**src/source/mdu_cfg_pkg.sv**
```systemverilog
// Widths, credit depths and operation codes of the multiply/divide pipe
// Issue and writeback credit counts must match the issuer and the consumer
// Operation codes follow the RV32M funct3 order
`default_nettype none

package mdu_cfg_pkg;

  // ==========================================================
  // Datapath
  // ==========================================================
  localparam int XLEN = 32;
  localparam int PREG_W = 6;

  // ==========================================================
  // Credits and queues
  // ==========================================================
  // Input queue depth, also the issuer's starting credit count
  localparam int ISSUE_CREDITS = 4;
  // Writeback slots granted by the consumer after reset
  localparam int WB_CREDITS = 2;
  localparam int WB_QUEUE_DEPTH = 2;
  // Counter wide enough to hold WB_CREDITS
  localparam int WB_CNT_W = $clog2(WB_CREDITS + 1);

  // Restoring divider, one quotient bit per step
  localparam int DIV_STEPS = XLEN;
  localparam int DIV_CNT_W = $clog2(DIV_STEPS);

  typedef enum logic [2:0] {
    MDU_MUL    = 3'd0,
    MDU_MULH   = 3'd1,
    MDU_MULHSU = 3'd2,
    MDU_MULHU  = 3'd3,
    MDU_DIV    = 3'd4,
    MDU_DIVU   = 3'd5,
    MDU_REM    = 3'd6,
    MDU_REMU   = 3'd7
  } mdu_op_e;

endpackage

`default_nettype wire

```
**src/source/mdu_pipe_pkg.sv**
```systemverilog
// Payloads passed between the stages of the multiply/divide pipe
// The valid bit of every struct is its leading field
`default_nettype none

package mdu_pipe_pkg;
  import mdu_cfg_pkg::*;

  // ==========================================================
  // Issue queue entry
  // ==========================================================
  typedef struct packed {
    logic              valid;
    mdu_op_e           op;
    logic [XLEN-1:0]   src0;
    logic [XLEN-1:0]   src1;
    logic [PREG_W-1:0] pdest;
    logic              pdest_valid;
  } mdu_issue_st;

  // Multiplier request, sign bits pick the 33 bit extension
  typedef struct packed {
    logic              valid;
    logic              a_signed;
    logic              b_signed;
    // High word of the 64 bit product
    logic              high_sel;
    logic [XLEN-1:0]   src_a;
    logic [XLEN-1:0]   src_b;
    logic [PREG_W-1:0] pdest;
    logic              pdest_valid;
  } mdu_mul_req_st;

  // Divider request
  typedef struct packed {
    logic              valid;
    logic              is_signed;
    // Return remainder instead of quotient
    logic              rem_sel;
    logic [XLEN-1:0]   dividend;
    logic [XLEN-1:0]   divisor;
    logic [PREG_W-1:0] pdest;
    logic              pdest_valid;
  } mdu_div_req_st;

  // Common response of both execute units
  typedef struct packed {
    logic              valid;
    logic [XLEN-1:0]   result;
    logic [PREG_W-1:0] pdest;
    logic              we;
  } mdu_unit_rsp_st;

  // ==========================================================
  // Writeback entry
  // ==========================================================
  typedef struct packed {
    logic              valid;
    logic              we;
    logic [PREG_W-1:0] pdest;
    logic [XLEN-1:0]   wdata;
  } mdu_wb_st;

endpackage

`default_nettype wire

```
**src/source/mdu_credit_fifo.sv**
```systemverilog
// Credit-tracked queue, the writer must hold a credit for every push
// Pop data is the registered head, visible the cycle after the push
// credit_o pulses in the cycle of each pop that removes an entry
`timescale 1ns/1ps
`default_nettype none

module mdu_credit_fifo #(
  parameter type payload_t = logic [7:0],
  parameter int  DEPTH     = 2
) (
  input  wire logic     clk,
  input  wire logic     rst_n,
  input  wire logic     push_i,
  input  wire payload_t push_data_i,
  input  wire logic     pop_i,
  output payload_t      pop_data_o,
  output logic          empty_o,
  output logic          free_o,
  output logic          credit_o
);

  localparam int PTR_W = (DEPTH > 1) ? $clog2(DEPTH) : 1;
  localparam int CNT_W = $clog2(DEPTH + 1);

  payload_t mem [DEPTH];
  logic [PTR_W-1:0] wr_ptr_q, rd_ptr_q;
  logic [CNT_W-1:0] count_q;
  logic do_pop;

  assign empty_o    = (count_q == '0);
  assign free_o     = (count_q != CNT_W'(DEPTH));
  assign do_pop     = pop_i && !empty_o;
  assign credit_o   = do_pop;
  assign pop_data_o = mem[rd_ptr_q];

  // Storage only, entries past the count are never read
  always_ff @(posedge clk) begin
    if (push_i) begin
      mem[wr_ptr_q] <= push_data_i;
    end
  end

  // Pointers wrap at DEPTH, which need not be a power of two
  always_ff @(posedge clk or negedge rst_n) begin
    if (!rst_n) begin
      wr_ptr_q <= '0;
      rd_ptr_q <= '0;
      count_q  <= '0;
    end else begin
      if (push_i) begin
        wr_ptr_q <= (wr_ptr_q == PTR_W'(DEPTH - 1)) ? '0 : wr_ptr_q + 1'b1;
      end
      if (do_pop) begin
        rd_ptr_q <= (rd_ptr_q == PTR_W'(DEPTH - 1)) ? '0 : rd_ptr_q + 1'b1;
      end
      count_q <= count_q + CNT_W'(push_i) - CNT_W'(do_pop);
    end
  end

  // Writer spent a credit it did not have
  a_no_push_when_full: assert property (
    @(posedge clk) disable iff (!rst_n) push_i |-> free_o
  ) else $error("credit fifo overflow");

endmodule

`default_nettype wire

```
**src/source/mdu_divider.sv**
```systemverilog
// Iterative radix-2 restoring divider on absolute values
// Normal latency DIV_STEPS+1 cycles, divide by zero and overflow 1 cycle
// Divide by zero gives all ones and the dividend as remainder
// Signed overflow gives the dividend and a zero remainder
`timescale 1ns/1ps
`default_nettype none

module mdu_divider
  import mdu_cfg_pkg::*, mdu_pipe_pkg::*;
(
  input  wire logic          clk,
  input  wire logic          rst_n,
  input  wire mdu_div_req_st req_i,
  output mdu_unit_rsp_st     rsp_o,
  output logic               busy_o
);

  logic                 running_q;
  logic [DIV_CNT_W-1:0] step_q;
  logic [XLEN-1:0]      rem_q, quo_q, divisor_q;
  logic                 q_neg_q, r_neg_q, rem_sel_q, we_q;
  logic [PREG_W-1:0]    pdest_q;

  logic            dvd_neg, dvs_neg, div_zero, overflow, last_step;
  logic [XLEN-1:0] dvd_abs, dvs_abs, corner_result;
  logic [XLEN:0]   shifted, trial;
  logic [XLEN-1:0] rem_next, quo_next, quo_fix, rem_fix;

  // ==========================================================
  // Request side
  // ==========================================================
  assign dvd_neg  = req_i.is_signed & req_i.dividend[XLEN-1];
  assign dvs_neg  = req_i.is_signed & req_i.divisor[XLEN-1];
  assign dvd_abs  = dvd_neg ? -req_i.dividend : req_i.dividend;
  assign dvs_abs  = dvs_neg ? -req_i.divisor : req_i.divisor;
  assign div_zero = (req_i.divisor == '0);
  // Most negative value divided by minus one
  assign overflow = req_i.is_signed && (req_i.dividend == {1'b1, {(XLEN-1){1'b0}}})
                    && (req_i.divisor == '1);

  always_comb begin
    if (div_zero) begin
      corner_result = req_i.rem_sel ? req_i.dividend : '1;
    end else begin
      corner_result = req_i.rem_sel ? '0 : req_i.dividend;
    end
  end

  // One restoring step, dividend bits shift out of the quotient register
  assign shifted = {rem_q, quo_q[XLEN-1]};
  assign trial   = shifted - {1'b0, divisor_q};

  always_comb begin
    if (!trial[XLEN]) begin
      rem_next = trial[XLEN-1:0];
      quo_next = {quo_q[XLEN-2:0], 1'b1};
    end else begin
      rem_next = shifted[XLEN-1:0];
      quo_next = {quo_q[XLEN-2:0], 1'b0};
    end
  end

  // Sign fix-up merged with the last step
  assign quo_fix   = q_neg_q ? -quo_next : quo_next;
  assign rem_fix   = r_neg_q ? -rem_next : rem_next;
  assign last_step = running_q && (step_q == DIV_CNT_W'(DIV_STEPS - 1));

  // ==========================================================
  // Control and response
  // ==========================================================
  always_ff @(posedge clk or negedge rst_n) begin
    if (!rst_n) begin
      running_q <= 1'b0;
      step_q    <= '0;
      rsp_o     <= '0;
    end else begin
      rsp_o.valid <= 1'b0;
      if (req_i.valid && (div_zero || overflow)) begin
        rsp_o.valid  <= 1'b1;
        rsp_o.result <= corner_result;
        rsp_o.pdest  <= req_i.pdest;
        rsp_o.we     <= req_i.pdest_valid;
      end else if (req_i.valid) begin
        running_q <= 1'b1;
        step_q    <= '0;
      end else if (last_step) begin
        running_q    <= 1'b0;
        rsp_o.valid  <= 1'b1;
        rsp_o.result <= rem_sel_q ? rem_fix : quo_fix;
        rsp_o.pdest  <= pdest_q;
        rsp_o.we     <= we_q;
      end else if (running_q) begin
        step_q <= step_q + 1'b1;
      end
    end
  end

  // Working registers
  always_ff @(posedge clk) begin
    if (req_i.valid) begin
      rem_q     <= '0;
      quo_q     <= dvd_abs;
      divisor_q <= dvs_abs;
      // Quotient negative on differing signs, remainder follows dividend
      q_neg_q   <= dvd_neg ^ dvs_neg;
      r_neg_q   <= dvd_neg;
      rem_sel_q <= req_i.rem_sel;
      pdest_q   <= req_i.pdest;
      we_q      <= req_i.pdest_valid;
    end else if (running_q) begin
      rem_q <= rem_next;
      quo_q <= quo_next;
    end
  end

  assign busy_o = running_q;

  a_no_req_when_busy: assert property (
    @(posedge clk) disable iff (!rst_n) req_i.valid |-> !busy_o
  ) else $error("divider request while busy");

endmodule

`default_nettype wire

```
**src/source/mdu_multiplier.sv**
```systemverilog
// Two-stage 33x33 signed multiplier, response 2 cycles after the request
// Signed flags choose sign or zero extension of each operand
`timescale 1ns/1ps
`default_nettype none

module mdu_multiplier
  import mdu_cfg_pkg::*, mdu_pipe_pkg::*;
(
  input  wire logic          clk,
  input  wire logic          rst_n,
  input  wire mdu_mul_req_st req_i,
  output mdu_unit_rsp_st     rsp_o,
  output logic               busy_o
);

  logic signed [XLEN:0]     op_a, op_b;
  logic signed [2*XLEN+1:0] product;

  logic                    s1_valid_q;
  logic [2*XLEN-1:0]       s1_prod_q;
  logic                    s1_high_q;
  logic [PREG_W-1:0]       s1_pdest_q;
  logic                    s1_we_q;

  // Extension bit is the top operand bit only for signed sources
  assign op_a    = {req_i.a_signed & req_i.src_a[XLEN-1], req_i.src_a};
  assign op_b    = {req_i.b_signed & req_i.src_b[XLEN-1], req_i.src_b};
  assign product = op_a * op_b;

  // ==========================================================
  // Stage one, product register
  // ==========================================================
  always_ff @(posedge clk or negedge rst_n) begin
    if (!rst_n) begin
      s1_valid_q <= 1'b0;
    end else begin
      s1_valid_q <= req_i.valid;
    end
  end

  always_ff @(posedge clk) begin
    if (req_i.valid) begin
      s1_prod_q  <= product[2*XLEN-1:0];
      s1_high_q  <= req_i.high_sel;
      s1_pdest_q <= req_i.pdest;
      s1_we_q    <= req_i.pdest_valid;
    end
  end

  // Stage two, word select into the response
  always_ff @(posedge clk or negedge rst_n) begin
    if (!rst_n) begin
      rsp_o <= '0;
    end else begin
      rsp_o.valid  <= s1_valid_q;
      rsp_o.result <= s1_high_q ? s1_prod_q[2*XLEN-1:XLEN] : s1_prod_q[XLEN-1:0];
      rsp_o.pdest  <= s1_pdest_q;
      rsp_o.we     <= s1_we_q;
    end
  end

  // In flight between request and response
  assign busy_o = s1_valid_q;

endmodule

`default_nettype wire

```
**src/source/mdu_op_decode.sv**
```systemverilog
// Buffers issued operations and turns the head into one unit request
// Dispatch needs idle units and a reserved writeback slot (unit_grant_i)
// One operation in flight at a time keeps results in issue order
`timescale 1ns/1ps
`default_nettype none

module mdu_op_decode
  import mdu_cfg_pkg::*, mdu_pipe_pkg::*;
(
  input  wire logic        clk,
  input  wire logic        rst_n,
  input  wire mdu_issue_st issue_i,
  output logic             issue_credit_o,
  input  wire logic        units_idle_i,
  input  wire logic        unit_grant_i,
  output mdu_mul_req_st    mul_req_o,
  output mdu_div_req_st    div_req_o
);

  mdu_issue_st head;
  logic empty;
  logic dispatch;

  // Input queue, a credit goes back to the issuer on each pop
  mdu_credit_fifo #(
    .payload_t (mdu_issue_st),
    .DEPTH     (ISSUE_CREDITS)
  ) u_issue_fifo (
    .clk         (clk),
    .rst_n       (rst_n),
    .push_i      (issue_i.valid),
    .push_data_i (issue_i),
    .pop_i       (dispatch),
    .pop_data_o  (head),
    .empty_o     (empty),
    .free_o      (),
    .credit_o    (issue_credit_o)
  );

  assign dispatch = !empty && units_idle_i && unit_grant_i;

  // Op to unit request mapping
  always_comb begin
    mul_req_o = '0;
    div_req_o = '0;
    if (dispatch) begin
      case (head.op)
        MDU_MUL, MDU_MULH, MDU_MULHSU, MDU_MULHU: begin
          mul_req_o.valid       = 1'b1;
          // Low word is the same for any extension
          mul_req_o.a_signed    = head.op inside {MDU_MULH, MDU_MULHSU};
          mul_req_o.b_signed    = (head.op == MDU_MULH);
          mul_req_o.high_sel    = (head.op != MDU_MUL);
          mul_req_o.src_a       = head.src0;
          mul_req_o.src_b       = head.src1;
          mul_req_o.pdest       = head.pdest;
          mul_req_o.pdest_valid = head.pdest_valid;
        end
        default: begin
          div_req_o.valid       = 1'b1;
          div_req_o.is_signed   = head.op inside {MDU_DIV, MDU_REM};
          div_req_o.rem_sel     = head.op inside {MDU_REM, MDU_REMU};
          div_req_o.dividend    = head.src0;
          div_req_o.divisor     = head.src1;
          div_req_o.pdest       = head.pdest;
          div_req_o.pdest_valid = head.pdest_valid;
        end
      endcase
    end
  end

  // A dispatched op must raise busy or drop the grant in the next cycle
  a_one_in_flight: assert property (
    @(posedge clk) disable iff (!rst_n) dispatch |=> !dispatch
  ) else $error("unit request while an operation is in flight");

endmodule

`default_nettype wire

```
**src/source/mdu_pipe.sv**
```systemverilog
// Multiply/divide pipe top, credit flow control on issue and writeback
// No flush, one operation executes at a time
`timescale 1ns/1ps
`default_nettype none

module mdu_pipe
  import mdu_pipe_pkg::*;
(
  input  wire logic        clk,
  input  wire logic        rst_n,
  input  wire mdu_issue_st issue_i,
  output logic             issue_credit_o,
  output mdu_wb_st         wb_o,
  input  wire logic        wb_credit_i
);

  mdu_mul_req_st  mul_req;
  mdu_div_req_st  div_req;
  mdu_unit_rsp_st mul_rsp, div_rsp;
  logic           mul_busy, div_busy;
  logic           units_idle;
  logic           unit_grant;

  assign units_idle = ~(mul_busy | div_busy);

  // ==========================================================
  // Decode
  // ==========================================================
  mdu_op_decode u_decode (
    .clk            (clk),
    .rst_n          (rst_n),
    .issue_i        (issue_i),
    .issue_credit_o (issue_credit_o),
    .units_idle_i   (units_idle),
    .unit_grant_i   (unit_grant),
    .mul_req_o      (mul_req),
    .div_req_o      (div_req)
  );

  // Execute units
  mdu_multiplier u_mul (
    .clk    (clk),
    .rst_n  (rst_n),
    .req_i  (mul_req),
    .rsp_o  (mul_rsp),
    .busy_o (mul_busy)
  );

  mdu_divider u_div (
    .clk    (clk),
    .rst_n  (rst_n),
    .req_i  (div_req),
    .rsp_o  (div_rsp),
    .busy_o (div_busy)
  );

  // Writeback
  mdu_result_stage u_result (
    .clk          (clk),
    .rst_n        (rst_n),
    .mul_rsp_i    (mul_rsp),
    .div_rsp_i    (div_rsp),
    .unit_grant_o (unit_grant),
    .wb_o         (wb_o),
    .wb_credit_i  (wb_credit_i)
  );

endmodule

`default_nettype wire

```
**src/source/mdu_result_stage.sv**
```systemverilog
// Merges unit responses into writeback entries
// unit_grant_o reserves a queue slot for the next operation
// wb_o is registered and valid for one cycle per spent credit
`timescale 1ns/1ps
`default_nettype none

module mdu_result_stage
  import mdu_cfg_pkg::*, mdu_pipe_pkg::*;
(
  input  wire logic           clk,
  input  wire logic           rst_n,
  input  wire mdu_unit_rsp_st mul_rsp_i,
  input  wire mdu_unit_rsp_st div_rsp_i,
  output logic                unit_grant_o,
  output mdu_wb_st            wb_o,
  input  wire logic           wb_credit_i
);

  mdu_unit_rsp_st       rsp_sel;
  mdu_wb_st             push_entry, head;
  logic                 push, pop, popped, empty, free;
  logic [WB_CNT_W-1:0]  credits_q;

  // At most one unit answers per cycle
  assign rsp_sel = mul_rsp_i.valid ? mul_rsp_i : div_rsp_i;
  assign push    = mul_rsp_i.valid | div_rsp_i.valid;

  always_comb begin
    push_entry       = '0;
    push_entry.valid = 1'b1;
    push_entry.we    = rsp_sel.we;
    push_entry.pdest = rsp_sel.pdest;
    push_entry.wdata = rsp_sel.result;
  end

  mdu_credit_fifo #(
    .payload_t (mdu_wb_st),
    .DEPTH     (WB_QUEUE_DEPTH)
  ) u_wb_fifo (
    .clk         (clk),
    .rst_n       (rst_n),
    .push_i      (push),
    .push_data_i (push_entry),
    .pop_i       (pop),
    .pop_data_o  (head),
    .empty_o     (empty),
    .free_o      (free),
    .credit_o    (popped)
  );

  // A response landing this cycle still holds its slot in the count
  assign unit_grant_o = free && !push;
  assign pop          = !empty && (credits_q != '0);

  // ==========================================================
  // Writeback credits and output register
  // ==========================================================
  always_ff @(posedge clk or negedge rst_n) begin
    if (!rst_n) begin
      credits_q <= WB_CNT_W'(WB_CREDITS);
      wb_o      <= '0;
    end else begin
      credits_q <= credits_q - WB_CNT_W'(popped) + WB_CNT_W'(wb_credit_i);
      wb_o      <= popped ? head : '0;
    end
  end

  // Consumer returned more credits than it was granted
  a_credit_bound: assert property (
    @(posedge clk) disable iff (!rst_n) credits_q <= WB_CNT_W'(WB_CREDITS)
  ) else $error("writeback credit count above limit");

endmodule

`default_nettype wire

```
**config.mk**
```make
export PLATFORM = sky130hd
export DESIGN_NAME = mdu_pipe
export DESIGN_NICKNAME = d
export VERILOG_FILES = /design/src/source/mdu_cfg_pkg.sv /design/src/source/mdu_pipe_pkg.sv /design/src/source/mdu_credit_fifo.sv /design/src/source/mdu_divider.sv /design/src/source/mdu_multiplier.sv /design/src/source/mdu_op_decode.sv /design/src/source/mdu_pipe.sv /design/src/source/mdu_result_stage.sv
export SDC_FILE = /design/constraint.sdc
export NUM_CORES = 2
export LEC_CHECK = 0
export BUFFER_PORTS_ARGS = -buffer_cell sky130_fd_sc_hd__buf_2
export CAP_MARGIN = 5
export CORE_UTILIZATION = 30
export DETAILED_ROUTE_END_ITERATION = 16
export GPL_TIMING_DRIVEN = 0
export HOLD_SLACK_MARGIN = 0.05
export PLACE_DENSITY = 0.5
export REMOVE_ABC_BUFFERS = 1
export SKIP_CTS_REPAIR_TIMING = 1
export SYNTH_ARGS = -nofsm -noshare
export SYNTH_HDL_FRONTEND = slang
export SYNTH_SLANG_ARGS = --single-unit
```
**constraint.sdc**
```tcl
create_clock -name clk -period 14.1 [get_ports clk]
set_input_delay 2.82 -clock clk [delete_from_list [all_inputs] [get_ports clk]]
set_output_delay 2.82 -clock clk [all_outputs]
set_load 0.01 [all_outputs]
```
### After elaboration in Yosys (flattened, before gate mapping)

Memories as Yosys holds them, arrays and structs flattened.
Cells that the tools add are included.

* multiplexer cells: 35
* multiply operators: 1
* equal/unequal tests: 14
* bitwise gates (word level): 9
* $add $sub $neg: 16
* reductions and logical operators: 31

Operators with widths (count)
* 32-bit two-way mux: 12
* 40-bit two-way mux: 4
* 75-bit two-way mux: 2
* 74-bit two-way mux: 2
* 32-bit negation: 4
* 32-bit equality test (second input constant): 2
* 33-bit by 33-bit multiplier with 64-bit output: 1
* 39-bit two-way mux: 1
* 33-bit by 32-bit subtractor with 33-bit output: 1
* 32-bit logical NOT: 1
* 5-bit two-way mux: 3
* 2-bit nonzero test: 7
* 1-bit logical AND: 10
* 3-bit equality test (second input constant): 3
* 1-bit two-way mux: 9
* 3-bit by 2-bit equality test with 1-bit output (second input constant): 2
* 3-bit logical NOT: 2
* 2-bit AND reduction: 3
* 5-bit by 1-bit adder with 5-bit output (second input constant): 1
* 5-bit equality test (second input constant): 1
* 2-bit by 1-bit adder with 2-bit output: 2
* 2-bit by 1-bit adder with 2-bit output (second input constant): 2
* 1-bit AND: 4
* 2-bit equality test (second input constant): 2
* 17 further kinds: 25

* memories kept: 2
* input port bits: 78
* logic and storage cells: 142
* register bits after elaboration: 318
* RAM bits: 378

Memories
* u_decode.u_issue_fifo.mem: depth 4, bits a word 75, rd ports 1, clocked after memory_dff 0, wr ports 1, RTL line mdu_credit_fifo.sv:25 `payload_t mem [DEPTH];`
* u_result.u_wb_fifo.mem: depth 2, bits a word 39, rd ports 1, clocked after memory_dff 0, wr ports 1, RTL line mdu_credit_fifo.sv:25

### Depth between registers and ports, before layout

* depth in word-level cells: 12
* depth in mapped cells: 41
* mapped depth without buffers: 36

### Hierarchy

From an unflattened synthesis, not the netlist that was laid out.

* cells, all modules: 6588
* area total of the unflattened synthesis: 70736.6 um^2

Modules (own cells, without submodules)
* mdu_multiplier: times used 1, area an instance 41168.2 um^2, cells an instance 4276
* mdu_divider: times used 1, area an instance 11856.4 um^2, cells an instance 1431
* mdu_credit_fifo at u_decode.u_issue_fifo: times used 1, area an instance 11270.8 um^2, cells an instance 431
* mdu_credit_fifo at u_result.u_wb_fifo: times used 1, area an instance 3285.7 um^2, cells an instance 142
* mdu_result_stage: times used 1, area an instance 2074.5 um^2, cells an instance 139
* mdu_op_decode: times used 1, area an instance 1077.3 um^2, cells an instance 168
* mdu_pipe: times used 1, area an instance 3.8 um^2, cells an instance 1

### Worst setup path before layout

No wires, ideal clock.

* path type: reg2reg
* start: register u_decode.u_issue_fifo.rd_ptr_q[0]
* end: register u_mul.s1_prod_q[59] (data pin)
* clock period less this slack: 12.091 ns
* slack: 2.009 ns
* required time: 13.836 ns
* path buffers: 7
* data arrival time: 11.827 ns
* cell stages (with the launch flop): 36
* library setup time: 0.264 ns
* cell sequence: dfrtp_1 buf_2 buf_6 buf_6 mux4_2 nand2b_1 clkbuf_1 inv_1 clkbuf_1 clkbuf_1 clkbuf_1 nand3_1 inv_1 fa_1 fa_1 fa_1 inv_1 fa_1 inv_1 fa_1 fa_1 fa_1 inv_1 fa_1 inv_1 ha_1 a21o_1 a21o_1 a21oi_1 nand2_1 nor4b_1 nor2_1 a221o_1 a221o_1 a221oi_1 xnor2_1

* longest elaborated chain between the ends: 7
* elaborated cells between the ends (all ways): 12
* those cells by class: 1 x mul; 3 x eq/ne; 2 x mux; 2 x bitwise; 3 x reduce/logical; 1 x memory

Ends and longest elaborated chain
* from (decl): RTL line mdu_credit_fifo.sv:26 `logic [PTR_W-1:0] wr_ptr_q, rd_ptr_q;`
* from (signal assigned): RTL line mdu_credit_fifo.sv:54 `rd_ptr_q <= (rd_ptr_q == PTR_W'(DEPTH - 1)) ? '0 : rd_ptr_q + 1'b1;`
* memory 4 x 75 bit *
* 3-bit by 2-bit equality test with 1-bit output (tied with other cells): RTL line mdu_op_decode.sv:47 `case (head.op)`
* 4-bit OR reduction or 2-bit nonzero test (tied branches): RTL line mdu_op_decode.sv:47, mdu_op_decode.sv:51
* 75-bit two-way mux *: RTL line mdu_op_decode.sv:47
* 75-bit two-way mux *: RTL line mdu_op_decode.sv:46 `if (dispatch) begin`
* 1-bit AND (on tied branches): RTL line mdu_multiplier.sv:26, mdu_multiplier.sv:27
* 33-bit by 33-bit multiplier with 64-bit output *: RTL line mdu_multiplier.sv:28 `assign product = op_a * op_b;`
* named net u_mul.product[59]: RTL line mdu_multiplier.sv:17 `logic signed [2*XLEN+1:0] product;`
* to (signal assigned): RTL line mdu_multiplier.sv:43 `s1_prod_q <= product[2*XLEN-1:0];`
* to (decl): RTL line mdu_multiplier.sv:20 `logic [2*XLEN-1:0] s1_prod_q;`

Mark *: on every way through the listed nets, which the timed path passes. The rest lies on a longest branch.
A chain may end at the register's enable or synchronous reset.

### Worst setup path after layout

* start: register u_div.running_q, in the netlist u_div.busy_o
* end: register u_mul.s1_prod_q[62] (data pin)

* longest elaborated chain between the ends: 7
* elaborated cells between the ends (all ways): 8
* those cells by class: 1 x mul; 1 x mux; 4 x bitwise; 2 x reduce/logical

Ends and longest elaborated chain
* from (decl): RTL line mdu_divider.sv:18 `logic running_q;`
* from (signal assigned): RTL line mdu_divider.sv:73 `running_q <= 1'b0;`
* from (signal assigned): RTL line mdu_divider.sv:84 `running_q <= 1'b1;`
* from (signal assigned): RTL line mdu_divider.sv:87 `running_q <= 1'b0;`
* 1-bit bitwise OR *: RTL line mdu_pipe.sv:24 `assign units_idle = ~(mul_busy | div_busy);`
* 1-bit inverter *: RTL line mdu_pipe.sv:24
* 1-bit logical AND * (2 in a row): RTL line mdu_op_decode.sv:40 `assign dispatch = !empty && units_idle_i && unit_grant_i;`
* 75-bit two-way mux *: RTL line mdu_op_decode.sv:46
* 1-bit AND (on tied branches): RTL line mdu_multiplier.sv:26, mdu_multiplier.sv:27
* 33-bit by 33-bit multiplier with 64-bit output *: RTL line mdu_multiplier.sv:28
* named net u_mul.product[62]: RTL line mdu_multiplier.sv:17

Marked as above.

==> impl_metrics.json <==
{
  "whs_ps": 335,
  "drt_iter0_drc": 4578,
  "ios": 119,
  "clk_pin_slew_worst_paths_ps": 60,
  "routed_wl_um": 255000,
  "hold-path-endpoint": "u_mul.rsp_o[6]",
  "r2r_cells": 33,
  "hp-class": "register to register",
  "synth_ff_type": "edfxtp_1",
  "hold_start": "u_mul.s1_pdest_q[5]",
  "fillers": 23400,
  "fin_crit_ps": 12980,
  "cts_root_buf": "clkbuf_16",
  "dieArea_um2": 233000,
  "drv_cap": 0,
  "end_kind": "register",
  "hold_viol_final": 0,
  "timing.rr.end": "u_mul.s1_prod_q[62]",
  "fin_area_um2": 76900,
  "overflow": 0,
  "drive_above_1_share_pct": 8.49,
  "postPlaceCellArea_um2": 74100,
  "drc": 0,
  "setup_violations": 0,
  "cts.sinks": 692,
  "synth_top_family_by_area": "adder cells",
  "cts_max_level": 3,
  "synth_compound_area_share_pct": 6.59,
  "routed_via_density": 5.15,
  "die_h_um": 483,
  "core_area_um2": 230000,
  "cp_max_fo": 40,
  "synth_cells": 6684,
  "synth_cell_types": 105,
  "synth.area.mux_share_pct": 4.88,
  "syn_area_um2": 69300,
  "grt_pass1_vias": 51800,
  "antenna_found_initial": 26,
  "cts_tree": "built",
  "synth_warnings": 0,
  "synthAdderAreaFrac_pct": 37.3,
  "cp.required_ps": 14560,
  "finalCritPeriodShare_pct": 92.0,
  "rsz0062_at_grt": "false",
  "fin_nets": 8085,
  "area_delta_synth_final_pct": 10.9,
  "tightest_slew_ps": 1480,
  "numCtsBuffers": 78,
  "row_count": 176,
  "start_util_pct": 30.2,
  "finClkSkew_ps": 51.5,
  "min_path_cells": 0,
  "start_kind": "register",
  "grt_max_degree": 148,
  "synth_edf_count": 520,
  "slew_headroom_pct": 1.65,
  "critPathMaxStageDelay_ps": 1220,
  "ys_async_sr_fraction_pct": 20.2,
  "status": "finished, final reports clean",
  "synth_simple_gate_area_share_pct": 11.5,
  "synth_xor_area_share_pct": 2.65,
  "setup_tns_ps": 0,
  "vias": 50100,
  "clkLatencyLatePin_ps": 730,
  "grt_pass1_wl_um": 366000,
  "dp_hpwl_um": 198000,
  "crit_top_cell": "fa_1",
  "worstSetupPathType": "register to register",
  "slew_viol_final": 0,
  "slowest_stage": "clkinv_1",
  "clockBufferDepth": 3,
  "port-buffer-count": 118,
  "fmax_ghz": 0.0771,
  "wl_per_cell_um": 26.3,
  "timing.rr.start": "u_div.busy_o",
  "avgSynthCellArea_um2": 10.4,
  "multiInputGateArea_um2": 44000,
  "ys_seq_area_share_pct": 28.5,
  "register_area_um2": 19800,
  "gp_congestion": 0.957,
  "drt-pass1-iter-count": 6,
  "synth-seq-cells": 692,
  "grt_usage_pct": 22.0,
  "worst_ep_arrival_time_ps": 13440,
  "rrSetupSlack_ps": 1120,
  "die_w_um": 483,
  "ant_nets": 0
}
[placed cells by master (no fill, tap or decap), types with 20 or more instances in the layout]
cell type and instances:
a31oi_1 21, dfrtp_1 135, xnor2_1 160, o21a_1 29, nand3_1 46, buf_2 117, inv_1 1210, nor2_1 517
mux2i_1 105, mux4_2 44, nor3_1 64, o21ai_0 184, dfxtp_1 32, edfxtp_1 520, a221oi_1 20, nand2_1 941
buf_16 31, clkbuf_16 80, a21oi_1 160, fa_1 1127, nand2b_1 21, xor2_1 50, and3_1 102, a21o_1 50
mux2_2 109, and2_1 49, ha_1 262, o31ai_1 31
[flip-flops by register name, indices dropped and copies added (netlist names), 2 cells and up]
register and flops:
u_decode.u_issue_fifo.count_q 3, u_decode.u_issue_fifo.mem 296, u_decode.u_issue_fifo.rd_ptr_q 2, u_decode.u_issue_fifo.wr_ptr_q 2, u_div.divisor_q 32, u_div.pdest_q 6, u_div.quo_q 32, u_div.rem_q 32
u_div.rsp_o 40, u_div.step_q 5, u_mul.rsp_o 40, u_mul.s1_pdest_q 6, u_mul.s1_prod_q 64, u_result.credits_q 2, u_result.u_wb_fifo.count_q 2, u_result.u_wb_fifo.mem 78
u_result.wb_o 40
[cell usage after synthesis, types with 11 or more instances]
library cell	number	area (µm²)
inv_1	1211	4550
fa_1	1127	22600
nand2_1	942	3540
nor2_1	532	2000
edfxtp_1	520	15600
clkbuf_1	266	998
ha_1	262	3280
o21ai_0	189	946
a21oi_1	160	801
xnor2_1	160	1400
dfrtp_1	139	3480
mux2i_1	115	1150
mux2_2	109	1230
and3_1	102	638
nor3_1	64	320
and2_1	53	332
a21o_1	50	375
xor2_1	50	438
nand3_1	46	230
mux4_2	44	991
o21a_1	35	263
dfxtp_1	32	641
o31ai_1	31	233
o21ai_1	30	150
buf_1	27	101
buf_2	24	120
nand2b_1	22	138
a31oi_1	21	131
a221oi_1	20	175
nand4_1	19	119
or3_1	19	119
nor2b_1	18	113
a22oi_1	15	113
nor4_1	15	93.8
a211oi_1	13	97.6
a22o_1	12	105
o211ai_1	11	82.6
[cells by family after synthesis]
group | count (synthesis)
compound gates | 700
xor+xnor | 210
fa+ha+maj | 1391
buf+inv | 1549
flops | 692
mux | 269
simple gates | 1873
[area by class of cell]
class                      count  share of cell area, %
antenna                        8                 0.0260
clock buffer                 100                   2.73
clock inverter                44                  0.662
inverter                    1215                   5.95
multi-input combinational   4443                   57.2
sequential                   692                   25.7
tap                         3026                   4.93
timing repair buffer         188                   2.75
[per-layer routing]
layer | global-route usage [%] | vias to the layer above | share of wire, %
met4 | 12.3 | 8 | 6.6
met1 | 27.9 | 26000 | 39
met3 | 5.21 | 621 | 9.1
li1 | - | 21100 | -
met2 | 34.4 | 2355 | 45
met5 | 0 | - | 0.019
[critical path: cells and delay by family, from the launching register on]
kind,cells,cell delay (ps)
buffers and inverters,5,1910
and+or+nand+nor,5,2070
xor gates and xnor gates,1,180
AOI/OAI and AO/OA,13,3320
DFF,1,800
adders and majority gates,9,4350
[per-stage QoR]
step	utilization [%]	setup slack (ps)	cells
floorplan	-	-2340	6350
global route	33.4	892	9710
detailed placement	32.3	1300	9560
finish	33.4	1120	9716
global placement	31.5	-12030	9494
CTS	33.4	1270	9704
[worst max path at each step]
stage                     endpoint  cells past startpoint                              start
5_1_grt        u_mul.s1_prod_q[62]                     32                       u_div.busy_o
2_1_floorplan  u_mul.s1_prod_q[59]                     28  u_decode.u_issue_fifo.rd_ptr_q[0]
6_report       u_mul.s1_prod_q[62]                     33                       u_div.busy_o
3_3_place_gp   u_mul.s1_prod_q[62]                     28  u_decode.u_issue_fifo.rd_ptr_q[0]
3_5_place_dp   u_mul.s1_prod_q[61]                     35                       u_div.busy_o
4_1_cts        u_mul.s1_prod_q[61]                     35                       u_div.busy_o
Power is not shown: default switching activity piles up to over one toggle a cycle in this logic, so the estimate is an artifact.
